<file path="config.mk">
export PLATFORM = sky130hd
export DESIGN_NAME = resp_bank_top
export DESIGN_NICKNAME = d
export VERILOG_FILES = /design/src/common/resp_bank_cell_pkg.sv /design/src/common/resp_bank_cfg_pkg.sv /design/src/source/resp_bank_top.sv /design/src/source/payload_store.sv /design/src/source/release_arbiter.sv /design/src/linked_list/list_pointers.sv /design/src/source/free_addr_alloc.sv
export SDC_FILE = /design/constraint.sdc
export NUM_CORES = 1
export LEC_CHECK = 0
export BUFFER_PORTS_ARGS = -buffer_cell sky130_fd_sc_hd__buf_2
export CORE_UTILIZATION = 45
export CTS_CLUSTER_SIZE = 40
export DETAILED_ROUTE_END_ITERATION = 10
export MAX_ROUTING_LAYER = met4
export PLACE_DENSITY = 0.67
export SETUP_SLACK_MARGIN = 0.5
export SLEW_MARGIN = 20
export SYNTH_ARGS = -nofsm -noshare
export SYNTH_HDL_FRONTEND = slang
export SYNTH_SLANG_ARGS = --single-unit
export TNS_END_PERCENT = 30
</file>
<file path="constraint.sdc">
create_clock -name clk_i -period 3.7 [get_ports clk_i]
set_clock_uncertainty 0.1 [all_clocks]
set_input_delay 1.11 -clock clk_i [delete_from_list [all_inputs] [get_ports clk_i]]
set_output_delay 1.11 -clock clk_i [all_outputs]
set_load 0.03 [all_outputs]
</file>
<file path="src/common/resp_bank_cell_pkg.sv">
`default_nettype none

package resp_bank_cell_pkg;

  // Life of a cell: free, then reserved for an identifier, then holding a response
  typedef enum logic [1:0] {
    CELL_FREE     = 2'd0,
    CELL_RESERVED = 2'd1,
    CELL_FILLED   = 2'd2
  } cell_state_e;

  function automatic logic cell_is_free(cell_state_e state);
    return state == CELL_FREE;
  endfunction

  // A cell only ever moves forward around the cycle free, reserved, filled
  function automatic cell_state_e cell_next_state(cell_state_e state);
    case (state)
      CELL_FREE:     return CELL_RESERVED;
      CELL_RESERVED: return CELL_FILLED;
      default:       return CELL_FREE;
    endcase
  endfunction

endpackage

`default_nettype wire

</file>
<file path="src/common/resp_bank_cfg_pkg.sv">
`default_nettype none

package resp_bank_cfg_pkg;

  // One linked list per AXI identifier
  localparam int unsigned NumIds = 4;
  localparam int unsigned IdWidth = 2;

  // All lists share this many cells
  localparam int unsigned Capacity = 8;
  localparam int unsigned AddrWidth = 3;

  // Response bits above the identifier, the only part kept in memory
  localparam int unsigned PayloadWidth = 8;

  typedef logic [IdWidth-1:0] id_t;
  typedef logic [AddrWidth-1:0] addr_t;
  typedef logic [PayloadWidth-1:0] payload_t;

  // One bit per cell, for release enables and the freed-cell report
  typedef logic [Capacity-1:0] cell_mask_t;

  // One bit per identifier
  typedef logic [NumIds-1:0] id_mask_t;

  // Needs one extra bit so that a full list of Capacity cells fits
  typedef logic [AddrWidth:0] len_t;

endpackage

`default_nettype wire
</file>
<file path="src/source/resp_bank_top.sv">
`timescale 1ns/1ps
`default_nettype none

module resp_bank_top
  import resp_bank_cfg_pkg::*;
(
  input  wire logic       clk_i,
  input  wire logic       rst_ni,
  // Reservation
  input  wire id_mask_t   i_rsv_id_onehot,
  input  wire logic       i_rsv_valid,
  output logic            o_rsv_ready,
  output addr_t           o_rsv_addr,
  // Response input from the real controller
  input  wire id_t        i_rsp_id,
  input  wire payload_t   i_rsp_payload,
  input  wire logic       i_in_valid,
  output logic            o_in_ready,
  // Release control
  input  wire cell_mask_t i_release_en,
  output cell_mask_t      o_released_onehot,
  // Response output to the requester
  output logic            o_out_valid,
  input  wire logic       i_out_ready,
  output id_t             o_rsp_id,
  output payload_t        o_rsp_payload
);

  logic  rsv_fire;
  addr_t free_addr;
  addr_t fill_addr;
  logic  out_fire;
  id_t   out_id;
  addr_t out_addr;
  logic  rd_en;
  addr_t rd_addr;

  addr_t oldest_addr [NumIds];
  addr_t next_oldest_addr [NumIds];
  len_t  filled_len [NumIds];

  assign rsv_fire   = i_rsv_valid && o_rsv_ready;
  assign o_rsv_addr = free_addr;
  assign o_rsp_id   = out_id;

  // Stage 1 allocates cells and tracks their state
  free_addr_alloc u_alloc (
    .clk_i             (clk_i),
    .rst_ni            (rst_ni),
    .i_rsv_fire        (rsv_fire),
    .i_fill_fire       (o_in_ready),
    .i_fill_addr       (fill_addr),
    .i_out_fire        (out_fire),
    .i_out_addr        (out_addr),
    .o_free_addr       (free_addr),
    .o_rsv_ready       (o_rsv_ready),
    .o_released_onehot (o_released_onehot)
  );

  // Stage 2 links cells into the per-identifier lists
  list_pointers u_lists (
    .clk_i              (clk_i),
    .rst_ni             (rst_ni),
    .i_rsv_id_onehot    (i_rsv_id_onehot),
    .i_rsv_fire         (rsv_fire),
    .i_free_addr        (free_addr),
    .i_rsp_id           (i_rsp_id),
    .i_in_valid         (i_in_valid),
    .i_out_fire         (out_fire),
    .i_out_id           (out_id),
    .o_in_ready         (o_in_ready),
    .o_fill_addr        (fill_addr),
    .o_oldest_addr      (oldest_addr),
    .o_next_oldest_addr (next_oldest_addr),
    .o_filled_len       (filled_len)
  );

  // Stage 3 selects the next released cell
  release_arbiter u_arbiter (
    .clk_i              (clk_i),
    .rst_ni             (rst_ni),
    .i_release_en       (i_release_en),
    .i_oldest_addr      (oldest_addr),
    .i_next_oldest_addr (next_oldest_addr),
    .i_filled_len       (filled_len),
    .i_out_ready        (i_out_ready),
    .o_out_valid        (o_out_valid),
    .o_out_id           (out_id),
    .o_out_addr         (out_addr),
    .o_rd_en            (rd_en),
    .o_rd_addr          (rd_addr),
    .o_out_fire         (out_fire)
  );

  // Stage 4 holds the payloads
  payload_store u_store (
    .clk_i     (clk_i),
    .i_wr_en   (o_in_ready),
    .i_wr_addr (fill_addr),
    .i_wr_data (i_rsp_payload),
    .i_rd_en   (rd_en),
    .i_rd_addr (rd_addr),
    .o_rd_data (o_rsp_payload)
  );

endmodule

`default_nettype wire

</file>
<file path="src/source/payload_store.sv">
`timescale 1ns/1ps
`default_nettype none

module payload_store
  import resp_bank_cfg_pkg::*;
(
  input  wire logic     clk_i,
  input  wire logic     i_wr_en,
  input  wire addr_t    i_wr_addr,
  input  wire payload_t i_wr_data,
  input  wire logic     i_rd_en,
  input  wire addr_t    i_rd_addr,
  output payload_t      o_rd_data
);

  payload_t mem [Capacity];
  payload_t rd_data_q;

  // Write port, driven by the response input
  always_ff @(posedge clk_i) begin
    if (i_wr_en) begin
      mem[i_wr_addr] <= i_wr_data;
    end
  end

  // Read port with one cycle of latency
  // Data holds between reads so a stalled output keeps its payload
  always_ff @(posedge clk_i) begin
    if (i_rd_en) begin
      rd_data_q <= mem[i_rd_addr];
    end
  end

  assign o_rd_data = rd_data_q;

endmodule

`default_nettype wire

</file>
<file path="src/source/release_arbiter.sv">
`timescale 1ns/1ps
`default_nettype none

module release_arbiter
  import resp_bank_cfg_pkg::*;
(
  input  wire logic       clk_i,
  input  wire logic       rst_ni,
  input  wire cell_mask_t i_release_en,
  input  wire addr_t      i_oldest_addr [NumIds],
  input  wire addr_t      i_next_oldest_addr [NumIds],
  input  wire len_t       i_filled_len [NumIds],
  input  wire logic       i_out_ready,
  output logic            o_out_valid,
  output id_t             o_out_id,
  output addr_t           o_out_addr,
  output logic            o_rd_en,
  output addr_t           o_rd_addr,
  output logic            o_out_fire
);

  logic  valid_q;
  id_t   id_q;
  addr_t addr_q;

  addr_t    cand_addr [NumIds];
  len_t     len_after [NumIds];
  id_mask_t leaving;
  id_mask_t cand_ok;

  logic  sel_found;
  id_t   sel_id;
  logic  load;

  assign o_out_fire = valid_q && i_out_ready;

  // The register takes a new cell when it is empty or its cell is accepted
  assign load = !valid_q || i_out_ready;

  ////////////////////////////////////////////////////////////////////////////
  // Candidate per identifier
  ////////////////////////////////////////////////////////////////////////////

  // When the oldest cell of a list is leaving now, the one behind it is next
  always_comb begin
    for (int k = 0; k < NumIds; k++) begin
      leaving[k]   = o_out_fire && (id_q == id_t'(k));
      len_after[k] = i_filled_len[k] - len_t'(leaving[k]);
      if (leaving[k]) begin
        cand_addr[k] = i_next_oldest_addr[k];
      end else begin
        cand_addr[k] = i_oldest_addr[k];
      end
      cand_ok[k] = (len_after[k] != '0) && i_release_en[cand_addr[k]];
    end
  end

  // Lowest identifier wins
  always_comb begin
    sel_found = 1'b0;
    sel_id    = '0;
    for (int k = NumIds - 1; k >= 0; k--) begin
      if (cand_ok[k]) begin
        sel_found = 1'b1;
        sel_id    = id_t'(k);
      end
    end
  end

  // The memory read is started with the register load so both line up
  assign o_rd_en   = load && sel_found;
  assign o_rd_addr = cand_addr[sel_id];

  ////////////////////////////////////////////////////////////////////////////
  // Output register
  ////////////////////////////////////////////////////////////////////////////

  always_ff @(posedge clk_i or negedge rst_ni) begin
    if (!rst_ni) begin
      valid_q <= 1'b0;
      id_q    <= '0;
      addr_q  <= '0;
    end else if (load) begin
      valid_q <= sel_found;
      id_q    <= sel_id;
      addr_q  <= cand_addr[sel_id];
    end
  end

  assign o_out_valid = valid_q;
  assign o_out_id    = id_q;
  assign o_out_addr  = addr_q;

endmodule

`default_nettype wire

</file>
<file path="src/linked_list/list_pointers.sv">
`timescale 1ns/1ps
`default_nettype none

module list_pointers
  import resp_bank_cfg_pkg::*;
(
  input  wire logic     clk_i,
  input  wire logic     rst_ni,
  input  wire id_mask_t i_rsv_id_onehot,
  input  wire logic     i_rsv_fire,
  input  wire addr_t    i_free_addr,
  input  wire id_t      i_rsp_id,
  input  wire logic     i_in_valid,
  input  wire logic     i_out_fire,
  input  wire id_t      i_out_id,
  output logic          o_in_ready,
  output addr_t         o_fill_addr,
  output addr_t         o_oldest_addr [NumIds],
  output addr_t         o_next_oldest_addr [NumIds],
  output len_t          o_filled_len [NumIds]
);

  // Each list runs oldest filled cell, other filled cells, fill pointer,
  // other reserved cells, reservation tail
  addr_t rsv_tail_q [NumIds];
  addr_t rsv_tail_d [NumIds];
  addr_t fill_ptr_q [NumIds];
  addr_t fill_ptr_d [NumIds];
  addr_t oldest_q [NumIds];
  addr_t oldest_d [NumIds];

  // Reserved cells still waiting for a response, and cells holding one
  len_t rsv_len_q [NumIds];
  len_t rsv_len_d [NumIds];
  len_t filled_len_q [NumIds];
  len_t filled_len_d [NumIds];

  // Filled count once a cell leaving this cycle is taken away
  len_t filled_after [NumIds];

  // Next-cell links, shared by all lists
  addr_t link_q [Capacity];
  logic  link_we;
  addr_t link_waddr;

  id_mask_t rsv_hit;
  id_mask_t fill_hit;
  id_mask_t out_hit;

  // Ready depends on valid, and only for an identifier with a free reservation
  assign o_in_ready  = i_in_valid && (rsv_len_q[i_rsp_id] != '0);
  assign o_fill_addr = fill_ptr_q[i_rsp_id];

  always_comb begin
    for (int k = 0; k < NumIds; k++) begin
      rsv_hit[k]  = i_rsv_fire && i_rsv_id_onehot[k];
      fill_hit[k] = o_in_ready && (i_rsp_id == id_t'(k));
      out_hit[k]  = i_out_fire && (i_out_id == id_t'(k));
    end
  end

  ////////////////////////////////////////////////////////////////////////////
  // Pointer and length update
  ////////////////////////////////////////////////////////////////////////////

  always_comb begin
    link_we    = 1'b0;
    link_waddr = '0;
    for (int k = 0; k < NumIds; k++) begin
      rsv_tail_d[k]   = rsv_tail_q[k];
      fill_ptr_d[k]   = fill_ptr_q[k];
      oldest_d[k]     = oldest_q[k];
      filled_after[k] = filled_len_q[k] - len_t'(out_hit[k]);

      // A new cell goes behind the tail. An empty list has a stale tail that
      // may sit inside another list, so its link is left alone
      if (rsv_hit[k]) begin
        rsv_tail_d[k] = i_free_addr;
        if (rsv_len_q[k] == '0) begin
          fill_ptr_d[k] = i_free_addr;
        end
        if (rsv_len_q[k] != '0 || filled_len_q[k] != '0) begin
          link_we    = 1'b1;
          link_waddr = rsv_tail_q[k];
        end
      end

      // With one reservation left the link may be written in this very cycle,
      // so the new cell is taken straight from the allocator
      if (fill_hit[k]) begin
        if (fill_ptr_q[k] == rsv_tail_q[k]) begin
          fill_ptr_d[k] = i_free_addr;
        end else begin
          fill_ptr_d[k] = link_q[fill_ptr_q[k]];
        end
      end

      // A fill into a list with no filled cell left becomes its oldest cell
      if (fill_hit[k] && filled_after[k] == '0) begin
        oldest_d[k] = fill_ptr_q[k];
      end else if (out_hit[k]) begin
        oldest_d[k] = link_q[oldest_q[k]];
      end

      rsv_len_d[k]    = rsv_len_q[k] + len_t'(rsv_hit[k]) - len_t'(fill_hit[k]);
      filled_len_d[k] = filled_after[k] + len_t'(fill_hit[k]);
    end
  end

  always_ff @(posedge clk_i or negedge rst_ni) begin
    if (!rst_ni) begin
      rsv_tail_q   <= '{default: '0};
      fill_ptr_q   <= '{default: '0};
      oldest_q     <= '{default: '0};
      rsv_len_q    <= '{default: '0};
      filled_len_q <= '{default: '0};
    end else begin
      rsv_tail_q   <= rsv_tail_d;
      fill_ptr_q   <= fill_ptr_d;
      oldest_q     <= oldest_d;
      rsv_len_q    <= rsv_len_d;
      filled_len_q <= filled_len_d;
    end
  end

  // Links are only followed inside a list's length, so stale entries are harmless
  always_ff @(posedge clk_i) begin
    if (link_we) begin
      link_q[link_waddr] <= i_free_addr;
    end
  end

  // The cell behind the oldest lets the arbiter look past a leaving cell
  always_comb begin
    for (int k = 0; k < NumIds; k++) begin
      o_oldest_addr[k]      = oldest_q[k];
      o_next_oldest_addr[k] = link_q[oldest_q[k]];
      o_filled_len[k]       = filled_len_q[k];
    end
  end

endmodule

`default_nettype wire

</file>
<file path="src/source/free_addr_alloc.sv">
`timescale 1ns/1ps
`default_nettype none

module free_addr_alloc
  import resp_bank_cfg_pkg::*;
  import resp_bank_cell_pkg::*;
(
  input  wire logic       clk_i,
  input  wire logic       rst_ni,
  input  wire logic       i_rsv_fire,
  input  wire logic       i_fill_fire,
  input  wire addr_t      i_fill_addr,
  input  wire logic       i_out_fire,
  input  wire addr_t      i_out_addr,
  output addr_t           o_free_addr,
  output logic            o_rsv_ready,
  output cell_mask_t      o_released_onehot
);

  cell_state_e state_q [Capacity];
  cell_state_e state_d [Capacity];

  logic  free_found;
  addr_t free_addr;

  ////////////////////////////////////////////////////////////////////////////
  // Lowest free cell
  ////////////////////////////////////////////////////////////////////////////

  // Scan from the top down so the last hit is the lowest free address
  always_comb begin
    free_found = 1'b0;
    free_addr  = '0;
    for (int i = Capacity - 1; i >= 0; i--) begin
      if (cell_is_free(state_q[i])) begin
        free_found = 1'b1;
        free_addr  = addr_t'(i);
      end
    end
  end

  // The address is only meaningful while some cell is free
  assign o_free_addr = free_addr;
  assign o_rsv_ready = free_found;

  ////////////////////////////////////////////////////////////////////////////
  // Cell state update
  ////////////////////////////////////////////////////////////////////////////

  // The three events always hit different cells, since a reservation takes a
  // free cell, a fill takes a reserved one and an output takes a filled one
  always_comb begin
    for (int i = 0; i < Capacity; i++) begin
      state_d[i] = state_q[i];
      if ((i_rsv_fire && free_addr == addr_t'(i)) ||
          (i_fill_fire && i_fill_addr == addr_t'(i)) ||
          (i_out_fire && i_out_addr == addr_t'(i))) begin
        state_d[i] = cell_next_state(state_q[i]);
      end
    end
  end

  always_ff @(posedge clk_i or negedge rst_ni) begin
    if (!rst_ni) begin
      state_q <= '{default: CELL_FREE};
    end else begin
      state_q <= state_d;
    end
  end

  // The cell leaving at the output handshake is reported in that same cycle
  always_comb begin
    o_released_onehot = '0;
    for (int i = 0; i < Capacity; i++) begin
      o_released_onehot[i] = i_out_fire && (i_out_addr == addr_t'(i));
    end
  end

endmodule

`default_nettype wire

</file>
==> flow_results.xml <==
<?xml version="1.0" encoding="UTF-8"?>
<metrics>
  <group name="run_status">
    <metric name="status" unit="">finished with violations</metric>
    <metric name="violations" unit="">setup timing</metric>
  </group>
  <group name="critical_path">
    <metric name="timing.setup.critical_path_class" unit="">input port to flip-flop</metric>
    <metric name="cp-start-kind" unit="">input port</metric>
    <metric name="worstReg2RegStart" unit="">u_lists.link_q[3][0]</metric>
    <metric name="ff2ff_path_depth" unit="">16</metric>
    <metric name="critPathRequiredTime" unit="ns">3.78</metric>
    <metric name="timing.rr.end" unit="">u_store.o_rd_data[6]</metric>
    <metric name="arrival" unit="ns">4.10</metric>
    <metric name="critPathCaptureType" unit="">flip-flop</metric>
    <metric name="cp_max_fo" unit="">5</metric>
    <metric name="r2r_slack" unit="ns">-0.27</metric>
  </group>
  <group name="clock_network">
    <metric name="cts.sink_count" unit="">186</metric>
    <metric name="clock_latency" unit="ns">0.45</metric>
    <metric name="cts_hold_buf" unit="">0</metric>
    <metric name="cts_tree" unit="">yes</metric>
    <metric name="h-tree-depth" unit="">4</metric>
    <metric name="tritoncts.num_buffers" unit="">17</metric>
    <metric name="clk_pin_slew_worst_paths" unit="ns">0.08</metric>
    <metric name="buffers_from_clock_root_to_sink_at_most" unit="">2</metric>
    <metric name="root_driver" unit="">sky130_fd_sc_hd__clkbuf_16</metric>
  </group>
  <group name="yosys">
    <metric name="synth-async-reset-ratio" unit="%">48.4</metric>
    <metric name="synth-edff-count" unit="">96</metric>
    <metric name="synth-seq-cells" unit="">186</metric>
    <metric name="yosysSeqAreaShare" unit="%">44.9</metric>
    <metric name="synth.yosys.warnings" unit="">0</metric>
    <metric name="distinct_cell_type_count_of_the_synthesized_netlist" unit="">85</metric>
    <metric name="postSynthAreaPerCell" unit="um2">11.3</metric>
    <metric name="post_synth_instance_area" unit="mm2">0.0114</metric>
    <metric name="synth_cells" unit="">1009</metric>
    <metric name="synth.net_count" unit="">1076</metric>
    <metric name="yosys_most_used_dff" unit="">sky130_fd_sc_hd__edfxtp_1</metric>
  </group>
  <group name="grt">
    <metric name="number_of_global_route_vias_before_repair" unit="">9549</metric>
    <metric name="grt_usage" unit="%">28.3</metric>
    <metric name="globalRoute.totalOverflow" unit="">0</metric>
    <metric name="grt_antenna_before_repair" unit="">0</metric>
    <metric name="grt_first_pass_wirelength" unit="um">54200</metric>
    <metric name="grt_start_max_net_pins" unit="">47</metric>
  </group>
  <group name="detailed_routing">
    <metric name="firstDrtPassIters" unit="">5</metric>
    <metric name="num_vias" unit="">9643</metric>
    <metric name="vias_cell" unit="">6.05</metric>
    <metric name="route.final.wire_length" unit="um">35200</metric>
    <metric name="routed_wire_length_per_instance" unit="um">22.1</metric>
    <metric name="antenna_left" unit="">0</metric>
    <metric name="initialDrtViolationCount" unit="">799</metric>
    <metric name="drc_errors" unit="">0</metric>
  </group>
  <group name="die">
    <metric name="core_area" unit="mm2">0.0250</metric>
    <metric name="die_y" unit="um">161</metric>
    <metric name="top_level_ports" unit="">51</metric>
    <metric name="core.rowCount" unit="">58</metric>
    <metric name="die_footprint" unit="mm2">0.0261</metric>
    <metric name="dieWidth" unit="um">161</metric>
    <metric name="initial_utilization" unit="%">45.7</metric>
  </group>
  <group name="worst_hold_path">
    <metric name="hold_path_class" unit="">flip-flop to flip-flop</metric>
    <metric name="min_from" unit="">u_lists.rsv_tail_q[9]</metric>
    <metric name="hold-path-cell-count" unit="">2</metric>
    <metric name="worst_hold_path.endpoint" unit="">u_lists.rsv_tail_q[9]</metric>
  </group>
  <group name="final_layout">
    <metric name="postLayoutCellArea" unit="mm2">0.0158</metric>
    <metric name="share_of_cells_above_drive_strength_1" unit="%">44.4</metric>
    <metric name="multiInputGateArea" unit="mm2">0.00711</metric>
    <metric name="fillers" unit="">1896</metric>
    <metric name="num-nets-final" unit="">1316</metric>
    <metric name="layout.area.seq" unit="mm2">0.00514</metric>
    <metric name="area_delta_synth_final" unit="%">37.9</metric>
  </group>
  <group name="placed_design">
    <metric name="place_hpwl" unit="um">24700</metric>
    <metric name="buffer_ports.inserted" unit="">50</metric>
    <metric name="detailed_place.area" unit="mm2">0.0141</metric>
    <metric name="gpl.final_weighted_congestion" unit="">0.933</metric>
  </group>
  <group name="sta">
    <metric name="finalCriticalPeriod" unit="ns">4.01</metric>
    <metric name="worst_slack" unit="ns">-0.314</metric>
    <metric name="timing.max_slew.rel_slack" unit="%">43.5</metric>
    <metric name="tightest_hold_margin" unit="ns">0.433</metric>
    <metric name="min_period_over_period" unit="%">108</metric>
    <metric name="final_max_slew_viol_count" unit="">0</metric>
    <metric name="fmaxAchievable" unit="GHz">0.249</metric>
    <metric name="timing.final.setup_violations" unit="">8</metric>
    <metric name="hold_violations" unit="">0</metric>
    <metric name="rsz0062_at_grt" unit="">true</metric>
    <metric name="worst_max_slew_pin_slew" unit="ns">0.840</metric>
  </group>
  <group name="flow_run">
    <metric name="max_cap_viol_count" unit="">0</metric>
  </group>
</metrics>
==> layout make-up <==
cell class / instances / area share (%)
multi-input cells: 699 / 45.1
flip-flops and latches: 186 / 32.6
repair buffers: 271 / 14.2
clock buffers: 17 / 2.70
well taps: 330 / 2.62
inverters: 74 / 1.85
clock inverters: 15 / 0.927
diodes: 1 / 0.0159
==> cells by family after synthesis <==
group / after synthesis / share of synthesized area (%)
buffers and inverters: 125 / 4.59
XOR/XNOR: 36 / 2.75
AND/OR/NAND/NOR: 276 / 12.4
multiplexers: 98 / 14.4
AO/OA/AOI/OAI: 248 / 16.3
adder cells (fa/ha/maj): 40 / 4.63
flip-flops: 186 / 44.9
==> stage by stage <==
stage	std cells	utilization (%)	worst slack (ns)	setup TNS, ns
after floorplan	1009	-	-0.260	-1.99
after global placement	1531	56.2	-0.769	-8.07
after detailed placement	1531	56.2	-1.00	-9.63
after CTS	1575	60.6	-0.211	-1.49
after global routing	1592	63.0	-0.421	-3.04
final	1593	63.0	-0.314	-2.37
==> registers in the layout, indices dropped and copies added, names as in the netlist <==
name and count:
u_alloc.state_q 16, u_store.o_rd_data 8, u_arbiter.o_out_id 2, u_lists.o_filled_len 16
u_lists.rsv_len_q 16, u_arbiter.o_out_addr 3, u_arbiter.o_out_valid 1, u_lists.link_q 24
u_store.mem 64, u_lists.o_oldest_addr 12, u_lists.fill_ptr_q 12, u_lists.rsv_tail_q 12
==> synthesized netlist by cell type (5+ instances only) <==
library cell                 n  area share, %
sky130_fd_sc_hd__nand3b_1    7           0.46
sky130_fd_sc_hd__o2bb2ai_1  32            2.4
sky130_fd_sc_hd__nor4_1     14           0.77
sky130_fd_sc_hd__nor2b_1    16           0.87
sky130_fd_sc_hd__nor3_1     14           0.61
sky130_fd_sc_hd__edfxtp_1   96             25
sky130_fd_sc_hd__and2_1     14           0.77
sky130_fd_sc_hd__xor2_1     15            1.1
sky130_fd_sc_hd__mux2i_1    10           0.87
sky130_fd_sc_hd__a21oi_1    20           0.87
sky130_fd_sc_hd__dfrtp_1    90             20
sky130_fd_sc_hd__o21ai_0    49            2.1
sky130_fd_sc_hd__inv_1      72            2.4
sky130_fd_sc_hd__clkbuf_1   25           0.82
sky130_fd_sc_hd__xnor2_1    21            1.6
sky130_fd_sc_hd__nand4_1     5           0.27
sky130_fd_sc_hd__mux4_2     50            9.8
sky130_fd_sc_hd__or2_2       5           0.27
sky130_fd_sc_hd__a22oi_1    10           0.66
sky130_fd_sc_hd__o21ai_1     8           0.35
sky130_fd_sc_hd__a21o_1      8           0.52
sky130_fd_sc_hd__nand2_1    91            3.0
sky130_fd_sc_hd__and3_1     11           0.60
sky130_fd_sc_hd__buf_2      13           0.57
sky130_fd_sc_hd__o21a_1      7           0.46
sky130_fd_sc_hd__o22ai_1     8           0.44
sky130_fd_sc_hd__ha_1       36            3.9
sky130_fd_sc_hd__nor2_1     46            1.5
sky130_fd_sc_hd__a2111oi_0  32            2.4
sky130_fd_sc_hd__o211ai_1    8           0.52
sky130_fd_sc_hd__o31ai_1     8           0.52
sky130_fd_sc_hd__nand3_1    14           0.61
sky130_fd_sc_hd__nand2b_1   12           0.66
sky130_fd_sc_hd__mux2_2     37            3.6
sky130_fd_sc_hd__a211oi_1   11           0.72
sky130_fd_sc_hd__a211o_1     5           0.38
sky130_fd_sc_hd__nor3b_1    12           0.79
==> cell usage in the layout, fill, tap and decap left out, types with 13 or more instances in the layout <==
master                      synthesis  routed
sky130_fd_sc_hd__a2111oi_4          0      25
sky130_fd_sc_hd__a21oi_1           20      19
sky130_fd_sc_hd__buf_12             0      13
sky130_fd_sc_hd__buf_2             13      35
sky130_fd_sc_hd__buf_4              4     195
sky130_fd_sc_hd__buf_6              3      18
sky130_fd_sc_hd__clkbuf_16          0      18
sky130_fd_sc_hd__dfrtp_1           90      83
sky130_fd_sc_hd__edfxtp_1          96      96
sky130_fd_sc_hd__ha_1              36      28
sky130_fd_sc_hd__inv_1             72      63
sky130_fd_sc_hd__mux2_2            37      32
sky130_fd_sc_hd__mux4_2            50      50
sky130_fd_sc_hd__nand2_1           91      88
sky130_fd_sc_hd__nor2_1            46      35
sky130_fd_sc_hd__nor2b_1           16      16
sky130_fd_sc_hd__o21ai_0           49      40
sky130_fd_sc_hd__o2bb2ai_1         32      16
sky130_fd_sc_hd__xnor2_1           21      18
sky130_fd_sc_hd__xor2_1            15      15
==> timing repair <==
item	4_1_cts	5_1_grt
setup endpoints to repair	37	53
resized for setup	95	103
buffers inserted	11	16
pin swaps	24	39
cloned	1	1
==> worst max-delay path: stages <==
cell                        delay [ns]
sky130_fd_sc_hd__buf_12           0.09
sky130_fd_sc_hd__buf_6            0.09
sky130_fd_sc_hd__nand4b_4         0.12
sky130_fd_sc_hd__a222oi_1         0.39
sky130_fd_sc_hd__buf_4            0.18
sky130_fd_sc_hd__o21ai_2          0.05
sky130_fd_sc_hd__o31ai_2          0.21
sky130_fd_sc_hd__buf_4            0.16
sky130_fd_sc_hd__o2111ai_4        0.16
sky130_fd_sc_hd__and2_4           0.23
sky130_fd_sc_hd__buf_6            0.11
sky130_fd_sc_hd__a311oi_4         0.32
sky130_fd_sc_hd__buf_12           0.16
sky130_fd_sc_hd__buf_4            0.14
sky130_fd_sc_hd__buf_6            0.13
sky130_fd_sc_hd__o2bb2ai_4        0.06
sky130_fd_sc_hd__a2111oi_4        0.29
sky130_fd_sc_hd__nor4_2           0.08
==> worst max-delay path by stage <==
| stage | from | endpoint | slack (ns) | cells after the start |
|---|---|---|---|---|
| floorplan | i_out_ready | u_store.o_rd_data[6] | -0.26 | 16 |
| global placement | i_out_ready | u_store.o_rd_data[0] | -0.77 | 13 |
| detailed placement | i_out_ready | u_store.o_rd_data[1] | -1.00 | 13 |
| CTS | i_out_ready | u_store.o_rd_data[0] | -0.21 | 16 |
| global route | i_out_ready | u_store.o_rd_data[0] | -0.42 | 16 |
| finish | i_out_ready | u_store.o_rd_data[6] | -0.31 | 18 |
==> routing by layer <==
metal / track usage (%) / share of wire [%]
met1: 38.3 / 43
met2: 42.6 / 47
met3: 4.19 / 6.9
met4: 11.6 / 3.3
met5: - / 0
Power is not shown: default switching activity piles up to over one toggle a cycle in this logic, so the estimate is an artifact.
